==> src/source/bus_map_pkg.sv <==
// Bus widths, slave select field and control register map for the slave-0 logic
`default_nettype none

package bus_map_pkg;

   ////////////////////////////////////////////////////////////////////////////
   // Bus geometry
   localparam int DATA_W    = 16;
   localparam int ADDR_W    = 11;
   localparam int SLAVE_LSB = 7;        // Slave index sits in adr[10:7]
   localparam int SLAVE_W   = 4;
   localparam logic [SLAVE_W-1:0] CTRL_SLAVE = 4'd0;

   ////////////////////////////////////////////////////////////////////////////
   // Slave 0 register offsets, even byte addresses
   typedef enum logic [6:0] {
      REG_LEDS        = 7'd0,   // rw
      REG_SWITCHES    = 7'd2,   // ro
      REG_CGEN_CTRL   = 7'd4,   // rw
      REG_CGEN_ST     = 7'd6,   // ro
      REG_TEST        = 7'd8,   // rw
      REG_RX_FRAMELEN = 7'd10,  // ro
      REG_TX_FRAMELEN = 7'd12,  // wo
      REG_XFER_RATE   = 7'd14   // wo
   } reg_off_e;

   localparam logic [15:0] READ_FILLER     = 16'hBEEF;
   localparam logic [1:0]  CGEN_CTRL_RESET = 2'b11;   // Sync deasserted, ref sel high
   localparam int TX_EN_BIT = 15;
   localparam int RX_EN_BIT = 14;

endpackage

`default_nettype wire

==> src/source/ctrl_kind_pkg.sv <==
// Access kinds and pacer states shared by the decoder, register bank and pacers
`default_nettype none

package ctrl_kind_pkg;

   // Kind of the current bus cycle
   typedef enum logic [1:0] {
      ACC_IDLE,
      ACC_READ,
      ACC_WRITE
   } access_e;

   // Pacer slot machine
   typedef enum logic [1:0] {
      PACE_OFF,    // Disabled
      PACE_WAIT,   // Counting down to next slot
      PACE_HOLD    // Slot granted, not yet used
   } pacer_state_e;

   localparam int RATE_W = 8;   // Low byte of the rate register

endpackage

`default_nettype wire

==> src/source/ctrl_core_top.sv <==
// Control core top, joins the slave 0 decoder, register bank, read mux and the TX and RX pacers
`timescale 1ns/1ps
`default_nettype none

module ctrl_core_top
#(
   parameter int DATA_W = bus_map_pkg::DATA_W,
   parameter int ADDR_W = bus_map_pkg::ADDR_W,
   parameter int RATE_W = ctrl_kind_pkg::RATE_W
)
(
   input  wire logic              wb_clk,
   input  wire logic              wb_rst,
   // Wishbone, single master
   input  wire logic              wb_cyc_i,
   input  wire logic              wb_stb_i,
   input  wire logic              wb_we_i,
   input  wire logic [ADDR_W-1:0] wb_adr_i,
   input  wire logic [DATA_W-1:0] wb_dat_i,
   output logic [DATA_W-1:0]      wb_dat_o,
   output logic                   wb_ack_o,
   // Board
   output logic [2:0]             led_o,
   output logic                   cgen_sync_b_o,
   output logic                   cgen_ref_sel_o,
   input  wire logic [7:0]        dip_sw_i,
   input  wire logic [2:0]        push_btn_i,
   input  wire logic              cgen_st_status_i,
   input  wire logic              cgen_st_ld_i,
   input  wire logic              cgen_st_refmon_i,
   input  wire logic [DATA_W-1:0] rx_frame_len_i,
   output logic [DATA_W-1:0]      tx_frame_len_o,
   // TX handshake
   input  wire logic              tx_src_rdy_i,
   output logic                   tx_dst_rdy_o,
   output logic                   tx_src_rdy_o,
   input  wire logic              tx_dst_rdy_i,
   output logic                   tx_underrun_o,
   // RX handshake
   input  wire logic              rx_src_rdy_i,
   output logic                   rx_dst_rdy_o,
   output logic                   rx_src_rdy_o,
   input  wire logic              rx_dst_rdy_i,
   output logic                   rx_overrun_o
);

   ctrl_kind_pkg::access_e acc_kind;
   logic                   ctrl_hit;
   bus_map_pkg::reg_off_e  reg_off;
   logic [DATA_W-1:0]      leds_reg, cgen_reg, test_reg;
   logic [RATE_W-1:0]      rate;
   logic                   tx_en, rx_en;

   ////////////////////////////////////////////////////////////////////////////
   // Slave 0
   wb_slave_decode #(.ADDR_W(ADDR_W)) decode
     (.wb_cyc_i(wb_cyc_i), .wb_stb_i(wb_stb_i), .wb_we_i(wb_we_i), .wb_adr_i(wb_adr_i),
      .acc_kind_o(acc_kind), .ctrl_hit_o(ctrl_hit), .reg_off_o(reg_off));

   ctrl_reg_bank #(.DATA_W(DATA_W), .RATE_W(RATE_W)) bank
     (.wb_clk(wb_clk), .wb_rst(wb_rst),
      .acc_kind_i(acc_kind), .ctrl_hit_i(ctrl_hit), .reg_off_i(reg_off), .wr_dat_i(wb_dat_i),
      .leds_reg_o(leds_reg), .cgen_reg_o(cgen_reg), .test_reg_o(test_reg),
      .tx_frame_len_o(tx_frame_len_o), .rate_o(rate), .tx_en_o(tx_en), .rx_en_o(rx_en),
      .led_o(led_o), .cgen_sync_b_o(cgen_sync_b_o), .cgen_ref_sel_o(cgen_ref_sel_o));

   read_result_mux #(.DATA_W(DATA_W)) result
     (.acc_kind_i(acc_kind), .ctrl_hit_i(ctrl_hit), .reg_off_i(reg_off),
      .leds_reg_i(leds_reg), .cgen_reg_i(cgen_reg), .test_reg_i(test_reg),
      .dip_sw_i(dip_sw_i), .push_btn_i(push_btn_i),
      .cgen_st_status_i(cgen_st_status_i), .cgen_st_ld_i(cgen_st_ld_i),
      .cgen_st_refmon_i(cgen_st_refmon_i), .rx_frame_len_i(rx_frame_len_i),
      .wb_dat_o(wb_dat_o), .wb_ack_o(wb_ack_o));

   ////////////////////////////////////////////////////////////////////////////
   // Pacers, shared rate, separate enables
   xfer_pacer #(.RATE_W(RATE_W)) tx_pacer
     (.wb_clk(wb_clk), .wb_rst(wb_rst), .enable_i(tx_en), .rate_i(rate),
      .up_rdy_i(tx_src_rdy_i), .up_take_o(tx_dst_rdy_o),
      .dn_rdy_o(tx_src_rdy_o), .dn_take_i(tx_dst_rdy_i),
      .slip_o(tx_underrun_o));

   xfer_pacer #(.RATE_W(RATE_W)) rx_pacer
     (.wb_clk(wb_clk), .wb_rst(wb_rst), .enable_i(rx_en), .rate_i(rate),
      .up_rdy_i(rx_src_rdy_i), .up_take_o(rx_dst_rdy_o),
      .dn_rdy_o(rx_src_rdy_o), .dn_take_i(rx_dst_rdy_i),
      .slip_o(rx_overrun_o));   // Sink not taking shows up here

endmodule

`default_nettype wire

==> src/source/ctrl_reg_bank.sv <==
// Slave 0 writable registers, drives LEDs, clock generator lines, frame length and pacer rate
`timescale 1ns/1ps
`default_nettype none

module ctrl_reg_bank
#(
   parameter int DATA_W = bus_map_pkg::DATA_W,
   parameter int RATE_W = ctrl_kind_pkg::RATE_W
)
(
   input  wire logic                   wb_clk,
   input  wire logic                   wb_rst,
   input  wire ctrl_kind_pkg::access_e acc_kind_i,
   input  wire logic                   ctrl_hit_i,
   input  wire bus_map_pkg::reg_off_e  reg_off_i,
   input  wire logic [DATA_W-1:0]      wr_dat_i,
   output logic [DATA_W-1:0]           leds_reg_o,
   output logic [DATA_W-1:0]           cgen_reg_o,
   output logic [DATA_W-1:0]           test_reg_o,
   output logic [DATA_W-1:0]           tx_frame_len_o,
   output logic [RATE_W-1:0]           rate_o,
   output logic                        tx_en_o,
   output logic                        rx_en_o,
   output logic [2:0]                  led_o,
   output logic                        cgen_sync_b_o,
   output logic                        cgen_ref_sel_o
);

   logic wr_en;

   assign wr_en = ctrl_hit_i && (acc_kind_i == ctrl_kind_pkg::ACC_WRITE);

   ////////////////////////////////////////////////////////////////////////////
   // Register writes
   always_ff @(posedge wb_clk)
   begin
      if (wb_rst)
      begin
         leds_reg_o     <= '0;
         cgen_reg_o     <= DATA_W'(bus_map_pkg::CGEN_CTRL_RESET);
         test_reg_o     <= '0;
         tx_frame_len_o <= '0;
         rate_o         <= '0;
         tx_en_o        <= 1'b0;
         rx_en_o        <= 1'b0;
      end
      else if (wr_en)
      begin
         case (reg_off_i)
            bus_map_pkg::REG_LEDS:        leds_reg_o     <= wr_dat_i;
            bus_map_pkg::REG_CGEN_CTRL:   cgen_reg_o     <= wr_dat_i;
            bus_map_pkg::REG_TEST:        test_reg_o     <= wr_dat_i;
            bus_map_pkg::REG_TX_FRAMELEN: tx_frame_len_o <= wr_dat_i;
            bus_map_pkg::REG_XFER_RATE:
            begin
               // Only the enables and the rate byte are kept
               rate_o  <= wr_dat_i[RATE_W-1:0];
               tx_en_o <= wr_dat_i[bus_map_pkg::TX_EN_BIT];
               rx_en_o <= wr_dat_i[bus_map_pkg::RX_EN_BIT];
            end
            default: ;   // Read-only and unmapped offsets
         endcase
      end
   end

   ////////////////////////////////////////////////////////////////////////////
   // Board lines
   // LEDs are wired out of order on the board
   assign led_o = {leds_reg_o[0], leds_reg_o[2], leds_reg_o[1]};

   assign cgen_sync_b_o  = cgen_reg_o[1];   // Active low sync
   assign cgen_ref_sel_o = cgen_reg_o[0];

endmodule

`default_nettype wire

==> src/source/read_result_mux.sv <==
// Slave 0 read data select and single-cycle acknowledge
`timescale 1ns/1ps
`default_nettype none

module read_result_mux
#(
   parameter int DATA_W = bus_map_pkg::DATA_W
)
(
   input  wire ctrl_kind_pkg::access_e acc_kind_i,
   input  wire logic                   ctrl_hit_i,
   input  wire bus_map_pkg::reg_off_e  reg_off_i,
   input  wire logic [DATA_W-1:0]      leds_reg_i,
   input  wire logic [DATA_W-1:0]      cgen_reg_i,
   input  wire logic [DATA_W-1:0]      test_reg_i,
   input  wire logic [7:0]             dip_sw_i,
   input  wire logic [2:0]             push_btn_i,
   input  wire logic                   cgen_st_status_i,
   input  wire logic                   cgen_st_ld_i,
   input  wire logic                   cgen_st_refmon_i,
   input  wire logic [DATA_W-1:0]      rx_frame_len_i,
   output logic [DATA_W-1:0]           wb_dat_o,
   output logic                        wb_ack_o
);

   // Ack in the same cycle, so every slave 0 access is one cycle long
   assign wb_ack_o = ctrl_hit_i && (acc_kind_i != ctrl_kind_pkg::ACC_IDLE);

   always_comb
   begin
      case (reg_off_i)
         bus_map_pkg::REG_LEDS:      wb_dat_o = leds_reg_i;
         bus_map_pkg::REG_SWITCHES:  wb_dat_o = {{(DATA_W-11){1'b0}}, push_btn_i, dip_sw_i};
         bus_map_pkg::REG_CGEN_CTRL: wb_dat_o = cgen_reg_i;
         bus_map_pkg::REG_CGEN_ST:
         begin
            wb_dat_o = {{(DATA_W-3){1'b0}}, cgen_st_status_i, cgen_st_ld_i,
                        cgen_st_refmon_i};
         end
         bus_map_pkg::REG_TEST:        wb_dat_o = test_reg_i;
         bus_map_pkg::REG_RX_FRAMELEN: wb_dat_o = rx_frame_len_i;
         // TX frame length and rate fall through here as well
         default: wb_dat_o = DATA_W'(bus_map_pkg::READ_FILLER);
      endcase
   end

endmodule

`default_nettype wire

==> src/source/wb_slave_decode.sv <==
// Wishbone cycle decoder, classifies the access and picks out slave 0 and its offset
`timescale 1ns/1ps
`default_nettype none

module wb_slave_decode
#(
   parameter int ADDR_W = bus_map_pkg::ADDR_W
)
(
   input  wire logic              wb_cyc_i,
   input  wire logic              wb_stb_i,
   input  wire logic              wb_we_i,
   input  wire logic [ADDR_W-1:0] wb_adr_i,
   output ctrl_kind_pkg::access_e acc_kind_o,
   output logic                   ctrl_hit_o,
   output bus_map_pkg::reg_off_e  reg_off_o
);

   logic                            live;
   logic [bus_map_pkg::SLAVE_W-1:0] slave_idx;

   assign live      = wb_cyc_i & wb_stb_i;   // Master holds this until ack
   assign slave_idx = wb_adr_i[bus_map_pkg::SLAVE_LSB +: bus_map_pkg::SLAVE_W];

   always_comb
   begin
      if (!live)
         acc_kind_o = ctrl_kind_pkg::ACC_IDLE;
      else if (wb_we_i)
         acc_kind_o = ctrl_kind_pkg::ACC_WRITE;
      else
         acc_kind_o = ctrl_kind_pkg::ACC_READ;
   end

   // Other fifteen slaves are absent, so only index 0 can hit
   assign ctrl_hit_o = live && (slave_idx == bus_map_pkg::CTRL_SLAVE);

   // Offset may name an unmapped register, bank and mux fall to default
   assign reg_off_o = bus_map_pkg::reg_off_e'(wb_adr_i[bus_map_pkg::SLAVE_LSB-1:0]);

endmodule

`default_nettype wire

==> src/source/xfer_pacer.sv <==
// Rate pacer for one ready/ready handshake, grants a slot every rate+1 cycles and flags slips
`timescale 1ns/1ps
`default_nettype none

module xfer_pacer
#(
   parameter int RATE_W = ctrl_kind_pkg::RATE_W
)
(
   input  wire logic              wb_clk,
   input  wire logic              wb_rst,
   input  wire logic              enable_i,
   input  wire logic [RATE_W-1:0] rate_i,
   input  wire logic              up_rdy_i,
   output logic                   up_take_o,
   output logic                   dn_rdy_o,
   input  wire logic              dn_take_i,
   output logic                   slip_o
);

   ctrl_kind_pkg::pacer_state_e state_q;
   logic [RATE_W-1:0]           cnt_q;
   logic                        granted;
   logic                        slot_due;
   logic                        xfer;

   assign granted  = (state_q == ctrl_kind_pkg::PACE_HOLD);
   assign slot_due = (cnt_q == '0);   // Only looked at while counting
   assign xfer     = granted && up_rdy_i && dn_take_i;   // Consumes the slot

   // Handshake passes only through a granted slot
   assign dn_rdy_o  = granted & up_rdy_i;
   assign up_take_o = granted & dn_take_i;

   ////////////////////////////////////////////////////////////////////////////
   // Slot machine
   always_ff @(posedge wb_clk)
   begin
      if (wb_rst || !enable_i)
      begin
         state_q <= ctrl_kind_pkg::PACE_OFF;
         cnt_q   <= '0;
         slip_o  <= 1'b0;
      end
      else
      begin
         slip_o <= 1'b0;
         case (state_q)
            ctrl_kind_pkg::PACE_OFF:
            begin
               cnt_q   <= rate_i;   // First slot rate+1 cycles on
               state_q <= ctrl_kind_pkg::PACE_WAIT;
            end
            ctrl_kind_pkg::PACE_WAIT:
            begin
               if (slot_due)
               begin
                  cnt_q   <= rate_i;
                  state_q <= ctrl_kind_pkg::PACE_HOLD;
               end
               else
                  cnt_q <= cnt_q - 1'b1;
            end
            ctrl_kind_pkg::PACE_HOLD:
            begin
               if (slot_due)
               begin
                  cnt_q  <= rate_i;
                  slip_o <= !xfer;   // Unused slot carries over, still only one held
               end
               else
               begin
                  cnt_q <= cnt_q - 1'b1;
                  if (xfer)
                     state_q <= ctrl_kind_pkg::PACE_WAIT;
               end
            end
            default: state_q <= ctrl_kind_pkg::PACE_OFF;
         endcase
      end
   end

endmodule

`default_nettype wire

==> config.mk <==
export PLATFORM = sky130hd
export DESIGN_NAME = ctrl_core_top
export DESIGN_NICKNAME = d
export VERILOG_FILES = /design/src/source/bus_map_pkg.sv /design/src/source/ctrl_kind_pkg.sv /design/src/source/ctrl_core_top.sv /design/src/source/ctrl_reg_bank.sv /design/src/source/read_result_mux.sv /design/src/source/wb_slave_decode.sv /design/src/source/xfer_pacer.sv
export SDC_FILE = /design/constraint.sdc
export NUM_CORES = 1
export LEC_CHECK = 0
export BUFFER_PORTS_ARGS = -buffer_cell sky130_fd_sc_hd__buf_2
export CORE_ASPECT_RATIO = 1.25
export CORE_MARGIN = 10
export CORE_UTILIZATION = 51
export DETAILED_ROUTE_END_ITERATION = 16
export GPL_TIMING_DRIVEN = 0
export PLACE_DENSITY = 0.76
export SYNTH_ARGS = -nofsm -noshare
export SYNTH_HDL_FRONTEND = slang
export SYNTH_SLANG_ARGS = --single-unit
==> constraint.sdc <==
create_clock -name wb_clk -period 2.6 [get_ports wb_clk]
set_input_delay 0.26 -clock wb_clk [delete_from_list [all_inputs] [get_ports wb_clk]]
set_output_delay 0.26 -clock wb_clk [all_outputs]
set_load 0.03 [all_outputs]
==> qor.txt, run 1 <==
met1 WL: 5754 um
DR vias/cell: 5.836
Synth cell types: 64
Max Fclk: 415.7 MHz
grt ovf: 0
area of the multi-input gates: 2836 sq um
WL final: 15550 um
# IOs: 110
total power: 3.053 mW
initial antenna violation count: 0
routability cong.: 0.9408
final setup violation count: 0
critical path's most frequent cell: a31oi_1
Power Dens Cells: 506.9 nW/um^2
H-tree depth: 3
hpwl dp: 11960 um
Yosys top cell area share: 38.29%
Layout area overhead: 20.02%
clock transition at the registers of the reported paths: 70 ps
pre-CTS setup slack: -101.0 ps
Hold Vio Cnt, Final: 0
Cell Rows: 40
Seq/Total Area, Yosys: 38.29%
Peak VDD IR: 0.0003528 V
startpoint types: flip-flop
initial core utilization: 52.23%
slack of the worst reg-to-reg path: 190 ps
Slew Limit Fails: 0
via total after detailed routing: 5007
max-cap violations: 0
Mean Syn Cell Area: 8.241 sq um
CP cell instances: inv_1 -> ha_1 -> or4b_2 -> o21ai_0 -> a31oi_1 -> a31oi_1
Slew @ Worst Pin: 729.1 ps
delay-heaviest family, CP: compound AO/OA/AOI/OAI gates
Post-synth EDFFs: 0
# clock sinks: 96
Yosys Warn Count: 0
Worst Hold Class: in2reg
final period utilization: 92.51%
initial DRC count: 337
largest cells by area after synthesis: dfxtp_1, nand2_1, mux2i_1
clock tree buffer depth: 2
Critical Path Start: tx_pacer.cnt_q[0]$_SDFFE_PP0P_
final instance area: 6023 sq um
n_diodes: 0
TritonCTS buffer count: 9
Root Buffer: clkbuf_16
Final WS setup: 194.7 ps
CTS tree: done
WL/cell: 18.12 um
first-pass GRT wire length: 24650 um
largest area contributor in the netlist: dfxtp_1
worst-path fanout max: 6
RSZ-0062 raised after global routing: no
crit path to: tx_pacer.cnt_q[5]$_SDFFE_PP0P_
Chip Width: 108.7 um
flops & latches, synth: 96
number of global-route vias before repair: 4935
largest net degree at the start of global routing: 16
Post-layout nets: 805
Die Footprint: 14230 sq um
worst reg2reg path startpoint: tx_pacer.cnt_q[0]$_SDFFE_PP0P_
setup TNS: 0 ps
Sequential Area: 1922 sq um
Critical Path End Type: flip-flop
core area: 9609 sq um
DRT Pass-1 Iters: 5
top post-synthesis cells by count: nand2_1, dfxtp_1, a21oi_1
count leader, synth: nand2_1
uppermost layer routed: met4
met3 wire len: 1060 um
# port buffers: 108
Die Y: 130.9 um
# hold bufs at CTS: 0
All-Layer GR Usage: 21.73%
antenna viol nets, final: 0
Layout Skew: 4.781 ps
WP data arrival: 2680 ps
worst path required time: 2870 ps
Max-Slew Margin vs Limit: 50.88%
Syn Nets: 687
leakage: 2.407 nW
Gate Count Post-Synth: 609
fill count: 875
Reg2Reg Depth: 6
Worst-Skew Late Latency: 340 ps
ys async rst share: 0%
DP Area: 5717 sq um
share of cells above drive strength 1: 24.32%
WS Path Type: reg2reg
crit path time final: 2405 ps
FF-to-FF End: tx_pacer.cnt_q[5]$_SDFFE_PP0P_
Crit path depth: 6
# DRC: 0
cell area after synthesis: 5019 sq um
status: finished, final reports clean
Post-synth top flop: dfxtp_1
met2 WL: 8223 um
Critical Path Max Stage Delay: 660 ps
Worst path slowest cell: or4b_2
worst path bufs/invs: 1
through the flow:
| step | instances | hold WS, ps | util (%) |
|---|---|---|---|
| 6_report | 858 | 202.6 | 62.68 |
| 5_1_grt | 858 | 202.8 | 62.68 |
| 3_3_place_gp | 843 | 437.2 | 59.49 |
| 4_1_cts | 859 | 192.8 | 62.71 |
| 3_5_place_dp | 843 | 444.4 | 59.49 |
| 2_1_floorplan | 609 | 384.2 | - |
final cells by class:
| class | count | area share (%) |
|---|---|---|
| multi-input combinational | 457 | 47.09 |
| sequential | 96 | 31.91 |
| timing repair buffer | 108 | 8.974 |
| clock buffer | 11 | 4.196 |
| buffer | 39 | 3.303 |
| tap | 126 | 2.617 |
| inverter | 16 | 0.9971 |
| clock inverter | 5 | 0.9140 |
placed cells by master, fill, tap and decap left out, types with 6 or more instances in the layout:
cell / count
o22ai_1: 6
nand2_1: 120
buf_2: 114
nor2_1: 40
dfxtp_1: 96
nand4_1: 6
mux2i_1: 42
nand2_2: 10
nor3_1: 10
mux2_2: 7
o21ai_0: 16
o221ai_1: 7
nand3_1: 16
a31oi_1: 13
clkbuf_16: 9
a21oi_2: 10
nor2b_1: 6
and2_1: 8
inv_1: 16
a21oi_1: 55
clkbuf_1: 25
ha_1: 12
routing by layer:
| layer | vias to the layer above | track usage (%) |
|---|---|---|
| met1 | 2339 | 24.24 |
| li1 | 2393 | - |
| met3 | 36 | 3.332 |
| met2 | 239 | 39.08 |
| met5 | - | 0 |
| met4 | 0 | 10.88 |
tightest hold or removal path, cell delays in order:
cell	delay, ps
buf_2	130
nand2_1	50
a21oi_1	50
worst min path at each step:
stage / from / end / depth (start not counted) / slack, ps
final: wb_dat_i[9] / bank.leds_reg_o[9]$_SDFFE_PP0P_ / 3 / 200
after global routing: wb_dat_i[8] / bank.test_reg_o[8]$_SDFFE_PP0P_ / 3 / 200
after CTS: wb_dat_i[9] / bank.leds_reg_o[9]$_SDFFE_PP0P_ / 3 / 190
after detailed placement: bank.tx_frame_len_o[9]$_SDFFE_PP0P_ / bank.tx_frame_len_o[9]$_SDFFE_PP0P_ / 2 / 440
after global placement: bank.leds_reg_o[14]$_SDFFE_PP0P_ / bank.leds_reg_o[14]$_SDFFE_PP0P_ / 2 / 440
after floorplan: wb_dat_i[0] / bank.cgen_reg_o[0]$_SDFFE_PP1P_ / 2 / 380
flip-flops by register name, indices dropped and copies added (netlist names):
| name | cells |
|---|---|
| rx_pacer.cnt_q | 8 |
| bank.tx_frame_len_o | 16 |
| rx_pacer.state_q | 2 |
| bank.leds_reg_o | 16 |
| bank.rate_o | 8 |
| bank.cgen_reg_o | 16 |
| rx_pacer.slip_o | 1 |
| tx_pacer.slip_o | 1 |
| bank.tx_en_o | 1 |
| tx_pacer.state_q | 2 |
| bank.test_reg_o | 16 |
| bank.rx_en_o | 1 |
| tx_pacer.cnt_q | 8 |
power breakdown:
part / switching, mW / total [mW] / internal, mW
sequential: 0.0000422 / 1.47 / 1.47
clock: 0.568 / 1.36 / 0.795
combinational: 0.138 / 0.220 / 0.0825
kinds of logic (layout without fill, tap and decap cells):
group,after synthesis,in the layout,share of synthesized area (%)
and+or+nand+nor,254,254,24.81
AOI/OAI and AO/OA,140,140,17.88
DFF,96,96,38.29
buffers and inverters,56,179,5.186
muxes,51,51,10.85
adders and majority gates,12,12,2.992
timing repair:
item	CTS	global route
endpoints found under the setup margin	2	8
resized for setup	1	2
setup buffers	0	0
cloned	0	0
Power figures use the tool's default switching activity.
==> inputs of run 2 (changes only) <==
- CORE_UTILIZATION: 51 -> 45
- PLACE_DENSITY: 0.76 -> 0.68
==> qor.txt, run 2 (synthesis gave the netlist of run 1 again) <==
clock tree buffer depth: 2 (unchanged)
Critical Path End Type: primary output (was flip-flop)
Critical Path Max Stage Delay: 500 ps (was 660 ps)
worst path bufs/invs: 4 (was 1)
DRT Pass-1 Iters: 6 (was 5)
Finished Core Util: 54.29% (was 62.68%)
total power: 2.910 mW (was 3.053 mW)
Sequential Area: 1922 sq um (unchanged)
Worst Hold Class: in2reg (unchanged)
Layout Skew: 8.192 ps (was 4.781 ps)
fill count: 1064 (was 875)
Power Dens Cells: 485.9 nW/um^2 (was 506.9 nW/um^2)
# port buffers: 108 (unchanged)
share of cells above drive strength 1: 23.87% (was 24.32%)
DR vias/cell: 5.730 (was 5.836)
worst path required time: 2340 ps (was 2870 ps)
final instance area: 5988 sq um (was 6023 sq um)
Min-Delay Path Depth: 4 (was 3)
commonest non-fill, non-tap cell in the layout: nand2_1 (unchanged)
Hold Vio Cnt, Final: 0 (unchanged)
Cell Rows: 43 (was 40)
# DRC: 0 (unchanged)
initial DRC count: 399 (was 337)
Chip Width: 114.5 um (was 108.7 um)
hold path start: rx_src_rdy_i (was wb_dat_i[9])
H-tree depth: 3 (unchanged)
Final Non-Filler Cells: 864 (was 858)
initial core utilization: 45.50% (was 52.23%)
worst-path fanout max: 10 (was 6)
status: finished, final reports clean (unchanged)
Layout area overhead: 19.32% (was 20.02%)
Worst-Skew Late Latency: 340 ps (about the same)
Peak VDD IR: 0.0003714 V (was 0.0003528 V)
setup TNS: 0 ps (unchanged)
Die Footprint: 15800 sq um (was 14230 sq um)
delay-heaviest family, CP: buffers and inverters (was compound AO/OA/AOI/OAI gates)
routability cong.: 0.9136 (was 0.9408)
CTS tree: done (unchanged)
n_diodes: 0 (unchanged)
DP Area: 5728 sq um (was 5717 sq um)
Post-layout nets: 805 (unchanged)
CP cell instances: clkbuf_1 -> clkbuf_1 -> clkbuf_2 -> nor2_1 -> a21oi_1 -> o221ai_1 -> buf_2 (was inv_1 -> ha_1 -> or4b_2 -> o21ai_0 -> a31oi_1 -> a31oi_1)
commonest cells after routing, fill and taps aside: nand2_1, buf_2, dfxtp_1 (unchanged)
leakage: 2.390 nW (was 2.407 nW)
initial antenna violation count: 0 (unchanged)
Die Y: 138.1 um (was 130.9 um)
core area: 11030 sq um (was 9609 sq um)
Root Buffer: clkbuf_16 (unchanged)
grt ovf: 0 (unchanged)
crit path time final: 2417 ps (was 2405 ps)
hpwl dp: 12290 um (was 11960 um)
critical path's most frequent cell: clkbuf_1 (was a31oi_1)
WP data arrival: 2160 ps (was 2680 ps)
Max Fclk: 413.7 MHz (was 415.7 MHz)
via total after detailed routing: 4951 (was 5007)
startpoint types: input pin (was flip-flop)
WL/cell: 18.47 um (was 18.12 um)
Final WS setup: 182.8 ps (was 194.7 ps)
antenna viol nets, final: 0 (unchanged)
number of global-route vias before repair: 4911 (was 4935)
Slew @ Worst Pin: 687.2 ps (was 729.1 ps)
Endpoint, Worst Hold: rx_pacer.slip_o$_SDFF_PP0_ (was bank.leds_reg_o[9]$_SDFFE_PP0P_)
RSZ-0062 raised after global routing: no (unchanged)
max-cap violations: 0 (unchanged)
DP Cell Count: 852 (was 843)
Worst path slowest cell: clkbuf_1 (was or4b_2)
first-pass GRT wire length: 24970 um (was 24650 um)
Hold Slack: 203.3 ps (was 202.6 ps)
FF-to-FF End: tx_pacer.cnt_q[5]$_SDFFE_PP0P_ (unchanged)
# IOs: 110 (unchanged)
pre-CTS setup slack: -112.2 ps (was -101.0 ps)
Reg2Reg Depth: 6 (unchanged)
clock transition at the registers of the reported paths: 70 ps (about the same)
WS Path Type: in2out (was reg2reg)
final period utilization: 92.97% (was 92.51%)
slack of the worst reg-to-reg path: 430 ps (was 190 ps)
largest net degree at the start of global routing: 14 (was 16)
area of the multi-input gates: 2836 sq um (unchanged)
Slew Limit Fails: 0 (unchanged)
All-Layer GR Usage: 19.44% (was 21.73%)
# clock sinks: 96 (unchanged)
worst reg2reg path startpoint: tx_pacer.state_q[0]$_SDFFE_PP0P_ (was tx_pacer.cnt_q[0]$_SDFFE_PP0P_)
TritonCTS buffer count: 9 (unchanged)
WL final: 15960 um (was 15550 um)
final setup violation count: 0 (unchanged)
Max-Slew Margin vs Limit: 53.83% (was 50.88%)
[run 2: worst reg2reg max path: stages (launching register included)]
cell and delay (ps):
dfxtp_1 390, inv_1 90, ha_1 280, clkbuf_1 360
o21ai_1 300, or4_1 530, a31oi_1 160
[run 2: how the worst max path moves through the flow]
stage          slack, ps  cells after the start      endpoint         from
6_report             180                      7   wb_dat_o[7]  wb_adr_i[3]
4_1_cts               70                      8   wb_dat_o[7]  wb_adr_i[2]
2_1_floorplan        350                      5  wb_dat_o[13]  wb_adr_i[3]
3_5_place_dp        -110                      8   wb_dat_o[7]  wb_adr_i[2]
5_1_grt               50                      7   wb_dat_o[7]  wb_adr_i[3]
3_3_place_gp         -90                      8   wb_dat_o[7]  wb_adr_i[2]
[run 2: cell type report]
cell class                      instances  share of cell area [%]
Timing Repair Buffer                  108                   9.026
Clock buffer                           12                   4.283
Clock inverter                          1                 0.08358
Tap cell                              135                   2.821
Sequential cell                        96                   32.09
Inverter                               16                   1.003
Buffer                                 39                   3.322
Multi-Input combinational cell        457                   47.37
[run 2: routing by layer]
| metal | wire, um | part of all wire, % | GRT usage (%) | vias up |
|---|---|---|---|---|
| met5 | 0 | 0 | 0 | - |
| met4 | 327 | 2.0 | 6.874 | 0 |
| met3 | 908 | 5.7 | 3.853 | 24 |
| met2 | 8515 | 53 | 35.06 | 169 |
| met1 | 6209 | 39 | 21.67 | 2362 |
| li1 | - | - | - | 2396 |
[run 2: power by group]
group	switching, mW	internal [mW]	leakage [nW]
Combinational	0.139	0.0825	1.49
Clock	0.534	0.684	0.130
Sequential	0.0000422	1.47	0.773
Total	0.673	2.24	2.39
[run 2: repair_timing]
item / in CTS / in global routing
buffers inserted: 0 / 0
hold buffers: 0 / 0
gates resized for setup: 2 / 1
endpoints found under the hold margin: 0 / 0
endpoints found under the setup margin: 3 / 4
==> inputs of run 3 (changes only) <==
--- a/config.mk
+++ b/config.mk
@@ -13,3 +13,3 @@
 export GPL_TIMING_DRIVEN = 0
-export PLACE_DENSITY = 0.68
+export PLACE_DENSITY = 0.76
 export SYNTH_ARGS = -nofsm -noshare
==> constraint.sdc (replaced) <==
create_clock -name wb_clk -period 2.6 [get_ports wb_clk]
set_input_delay 0.52 -clock wb_clk [delete_from_list [all_inputs] [get_ports wb_clk]]
set_output_delay 0.52 -clock wb_clk [all_outputs]
set_load 0.03 [all_outputs]
==> qor.txt, run 3 (synthesis gave the netlist of run 1 again) <==
status: finished, final reports clean (unchanged)
WL final: 15700 um (was 15960 um)
Min-Delay Path Depth: 4 (unchanged)
first-pass GRT wire length: 25200 um (was 24970 um)
max-cap violations: 0 (unchanged)
Slew Limit Fails: 0 (unchanged)
worst path required time: 2080 ps (was 2340 ps)
antenna viol nets, final: 0 (unchanged)
clock transition at the registers of the reported paths: 70 ps (about the same)
# hold bufs at CTS: 0 (unchanged)
Layout Skew: 5.105 ps (was 8.192 ps)
startpoint types: input pin (unchanged)
worst-path fanout max: 10 (unchanged)
initial core utilization: 45.50% (unchanged)
initial DRC count: 471 (was 399)
slack of the worst reg-to-reg path: 210 ps (was 430 ps)
Peak VDD IR: 0.0004227 V (was 0.0003714 V)
grt ovf: 0 (unchanged)
final period utilization: 96.93% (was 92.97%)
DRT Pass-1 Iters: 5 (was 6)
CTS tree: done (unchanged)
H-tree depth: 3 (unchanged)
initial antenna violation count: 0 (unchanged)
# clock sinks: 96 (unchanged)
Max-Slew Margin vs Limit: 53.33% (was 53.83%)
hold path start: rx_src_rdy_i (unchanged)
WL/cell: 18.09 um (was 18.47 um)
routability cong.: 0.9083 (was 0.9136)
Hold Vio Cnt, Final: 0 (unchanged)
Endpoint, Worst Hold: rx_pacer.slip_o$_SDFF_PP0_ (unchanged)
All-Layer GR Usage: 19.21% (was 19.44%)
# IOs: 110 (unchanged)
cts repair resizes: 9 (was 2)
Setup Fix Bufs, Post-CTS: 0 (unchanged)
leakage: 2.437 nW (was 2.390 nW)
WS Path Type: in2out (unchanged)
TritonCTS buffer count: 9 (unchanged)
commonest non-fill, non-tap cell in the layout: nand2_1 (unchanged)
number of global-route vias before repair: 5019 (was 4911)
via total after detailed routing: 5065 (was 4951)
Root Buffer: clkbuf_16 (unchanged)
Layout area overhead: 21.14% (was 19.32%)
Worst-Skew Late Latency: 350 ps (was 340 ps)
n_diodes: 0 (unchanged)
Reg2Reg Depth: 6 (unchanged)
crit path time final: 2520 ps (was 2417 ps)
Die Y: 138.1 um (unchanged)
largest net degree at the start of global routing: 18 (was 14)
commonest cells after routing, fill and taps aside: nand2_1, buf_2, dfxtp_1 (unchanged)
FF-to-FF End: tx_pacer.cnt_q[5]$_SDFFE_PP0P_ (unchanged)
Post-layout nets: 806 (was 805)
# DRC: 0 (unchanged)
Max Fclk: 396.8 MHz (was 413.7 MHz)
worst reg2reg path startpoint: tx_pacer.cnt_q[0]$_SDFFE_PP0P_ (was tx_pacer.state_q[0]$_SDFFE_PP0P_)
Die Footprint: 15800 sq um (unchanged)
clock tree buffer depth: 2 (unchanged)
Chip Width: 114.5 um (unchanged)
Critical Path End Type: primary output (unchanged)
Worst Hold Class: in2reg (unchanged)
final setup violation count: 0 (unchanged)
Power Dens Cells: 507.4 nW/um^2 (was 485.9 nW/um^2)
total power: 3.085 mW (was 2.910 mW)
# port buffers: 108 (unchanged)
Cell Rows: 43 (unchanged)
WP data arrival: 2000 ps (was 2160 ps)
Hold Slack: 446.8 ps (was 203.3 ps)
share of cells above drive strength 1: 25.65% (was 23.87%)
Slew @ Worst Pin: 692.7 ps (was 687.2 ps)
DR vias/cell: 5.835 (was 5.730)
hpwl dp: 12030 um (was 12290 um)
RSZ-0062 raised after global routing: no (unchanged)
core area: 11030 sq um (unchanged)
-- run 3: cell types whose count changed in the layout (fill, tap and decap cells not counted), moves of 2 or more --
cell	previous run	this run
clkbuf_1	26	20
o221ai_2	0	3
inv_6	0	2
clkbuf_2	2	4
clkbuf_4	0	2
o221ai_1	7	4
-- run 3: per-layer routing --
layer,routed length (um),track usage [%]
met4,370,7.006
met5,0,0
met2,8154,33.32
met1,6158,22.64
met3,1018,3.550
-- run 3: final cells by class --
cell class	count	area [sq um]
Fill cell	1003	4950
Multi-Input combinational cell	457	2859
Sequential cell	96	1922
Timing Repair Buffer	108	540.5
Clock buffer	10	239.0
Buffer	40	217.7
Tap cell	135	168.9
Clock inverter	6	72.57
Inverter	16	60.06
-- run 3: how the worst max path moves through the flow --
stage / endpoint / startpoint / cells after the start
2_1_floorplan: wb_dat_o[13] / wb_adr_i[3] / 5
3_3_place_gp: wb_dat_o[7] / wb_adr_i[2] / 8
3_5_place_dp: wb_dat_o[7] / wb_adr_i[2] / 8
4_1_cts: wb_dat_o[7] / wb_adr_i[3] / 7
5_1_grt: wb_dat_o[7] / wb_adr_i[0] / 6
6_report: wb_dat_o[7] / wb_adr_i[0] / 6
-- run 3: where the power goes --
group | internal [mW] | switching (mW) | total [mW]
Clock | 0.786 | 0.603 | 1.39
Combinational | 0.0855 | 0.141 | 0.226
Sequential | 1.47 | 0.0000438 | 1.47
-- run 3: per-stage QoR --
| step | worst slack (ps) | cell area (sq um) | cells | utilization [%] | TNS [ps] |
|---|---|---|---|---|---|
| 3_5_place_dp | -552.8 | 5747 | 852 | 52.10 | -4247 |
| 6_report | 79.87 | 6080 | 868 | 55.12 | 0 |
| 2_1_floorplan | 55.67 | 5037 | 609 | - | 0 |
| 5_1_grt | 8.975 | 6080 | 868 | 55.12 | 0 |
| 4_1_cts | 20.50 | 6073 | 868 | 55.07 | 0 |
| 3_3_place_gp | -582.6 | 5747 | 852 | 52.10 | -4372 |
-- run 3: critical path, cell delays in order --
cell and delay, ps:
buf_2 110, or4_4 530, buf_6 160, a21oi_1 330
o221ai_2 150, buf_2 200
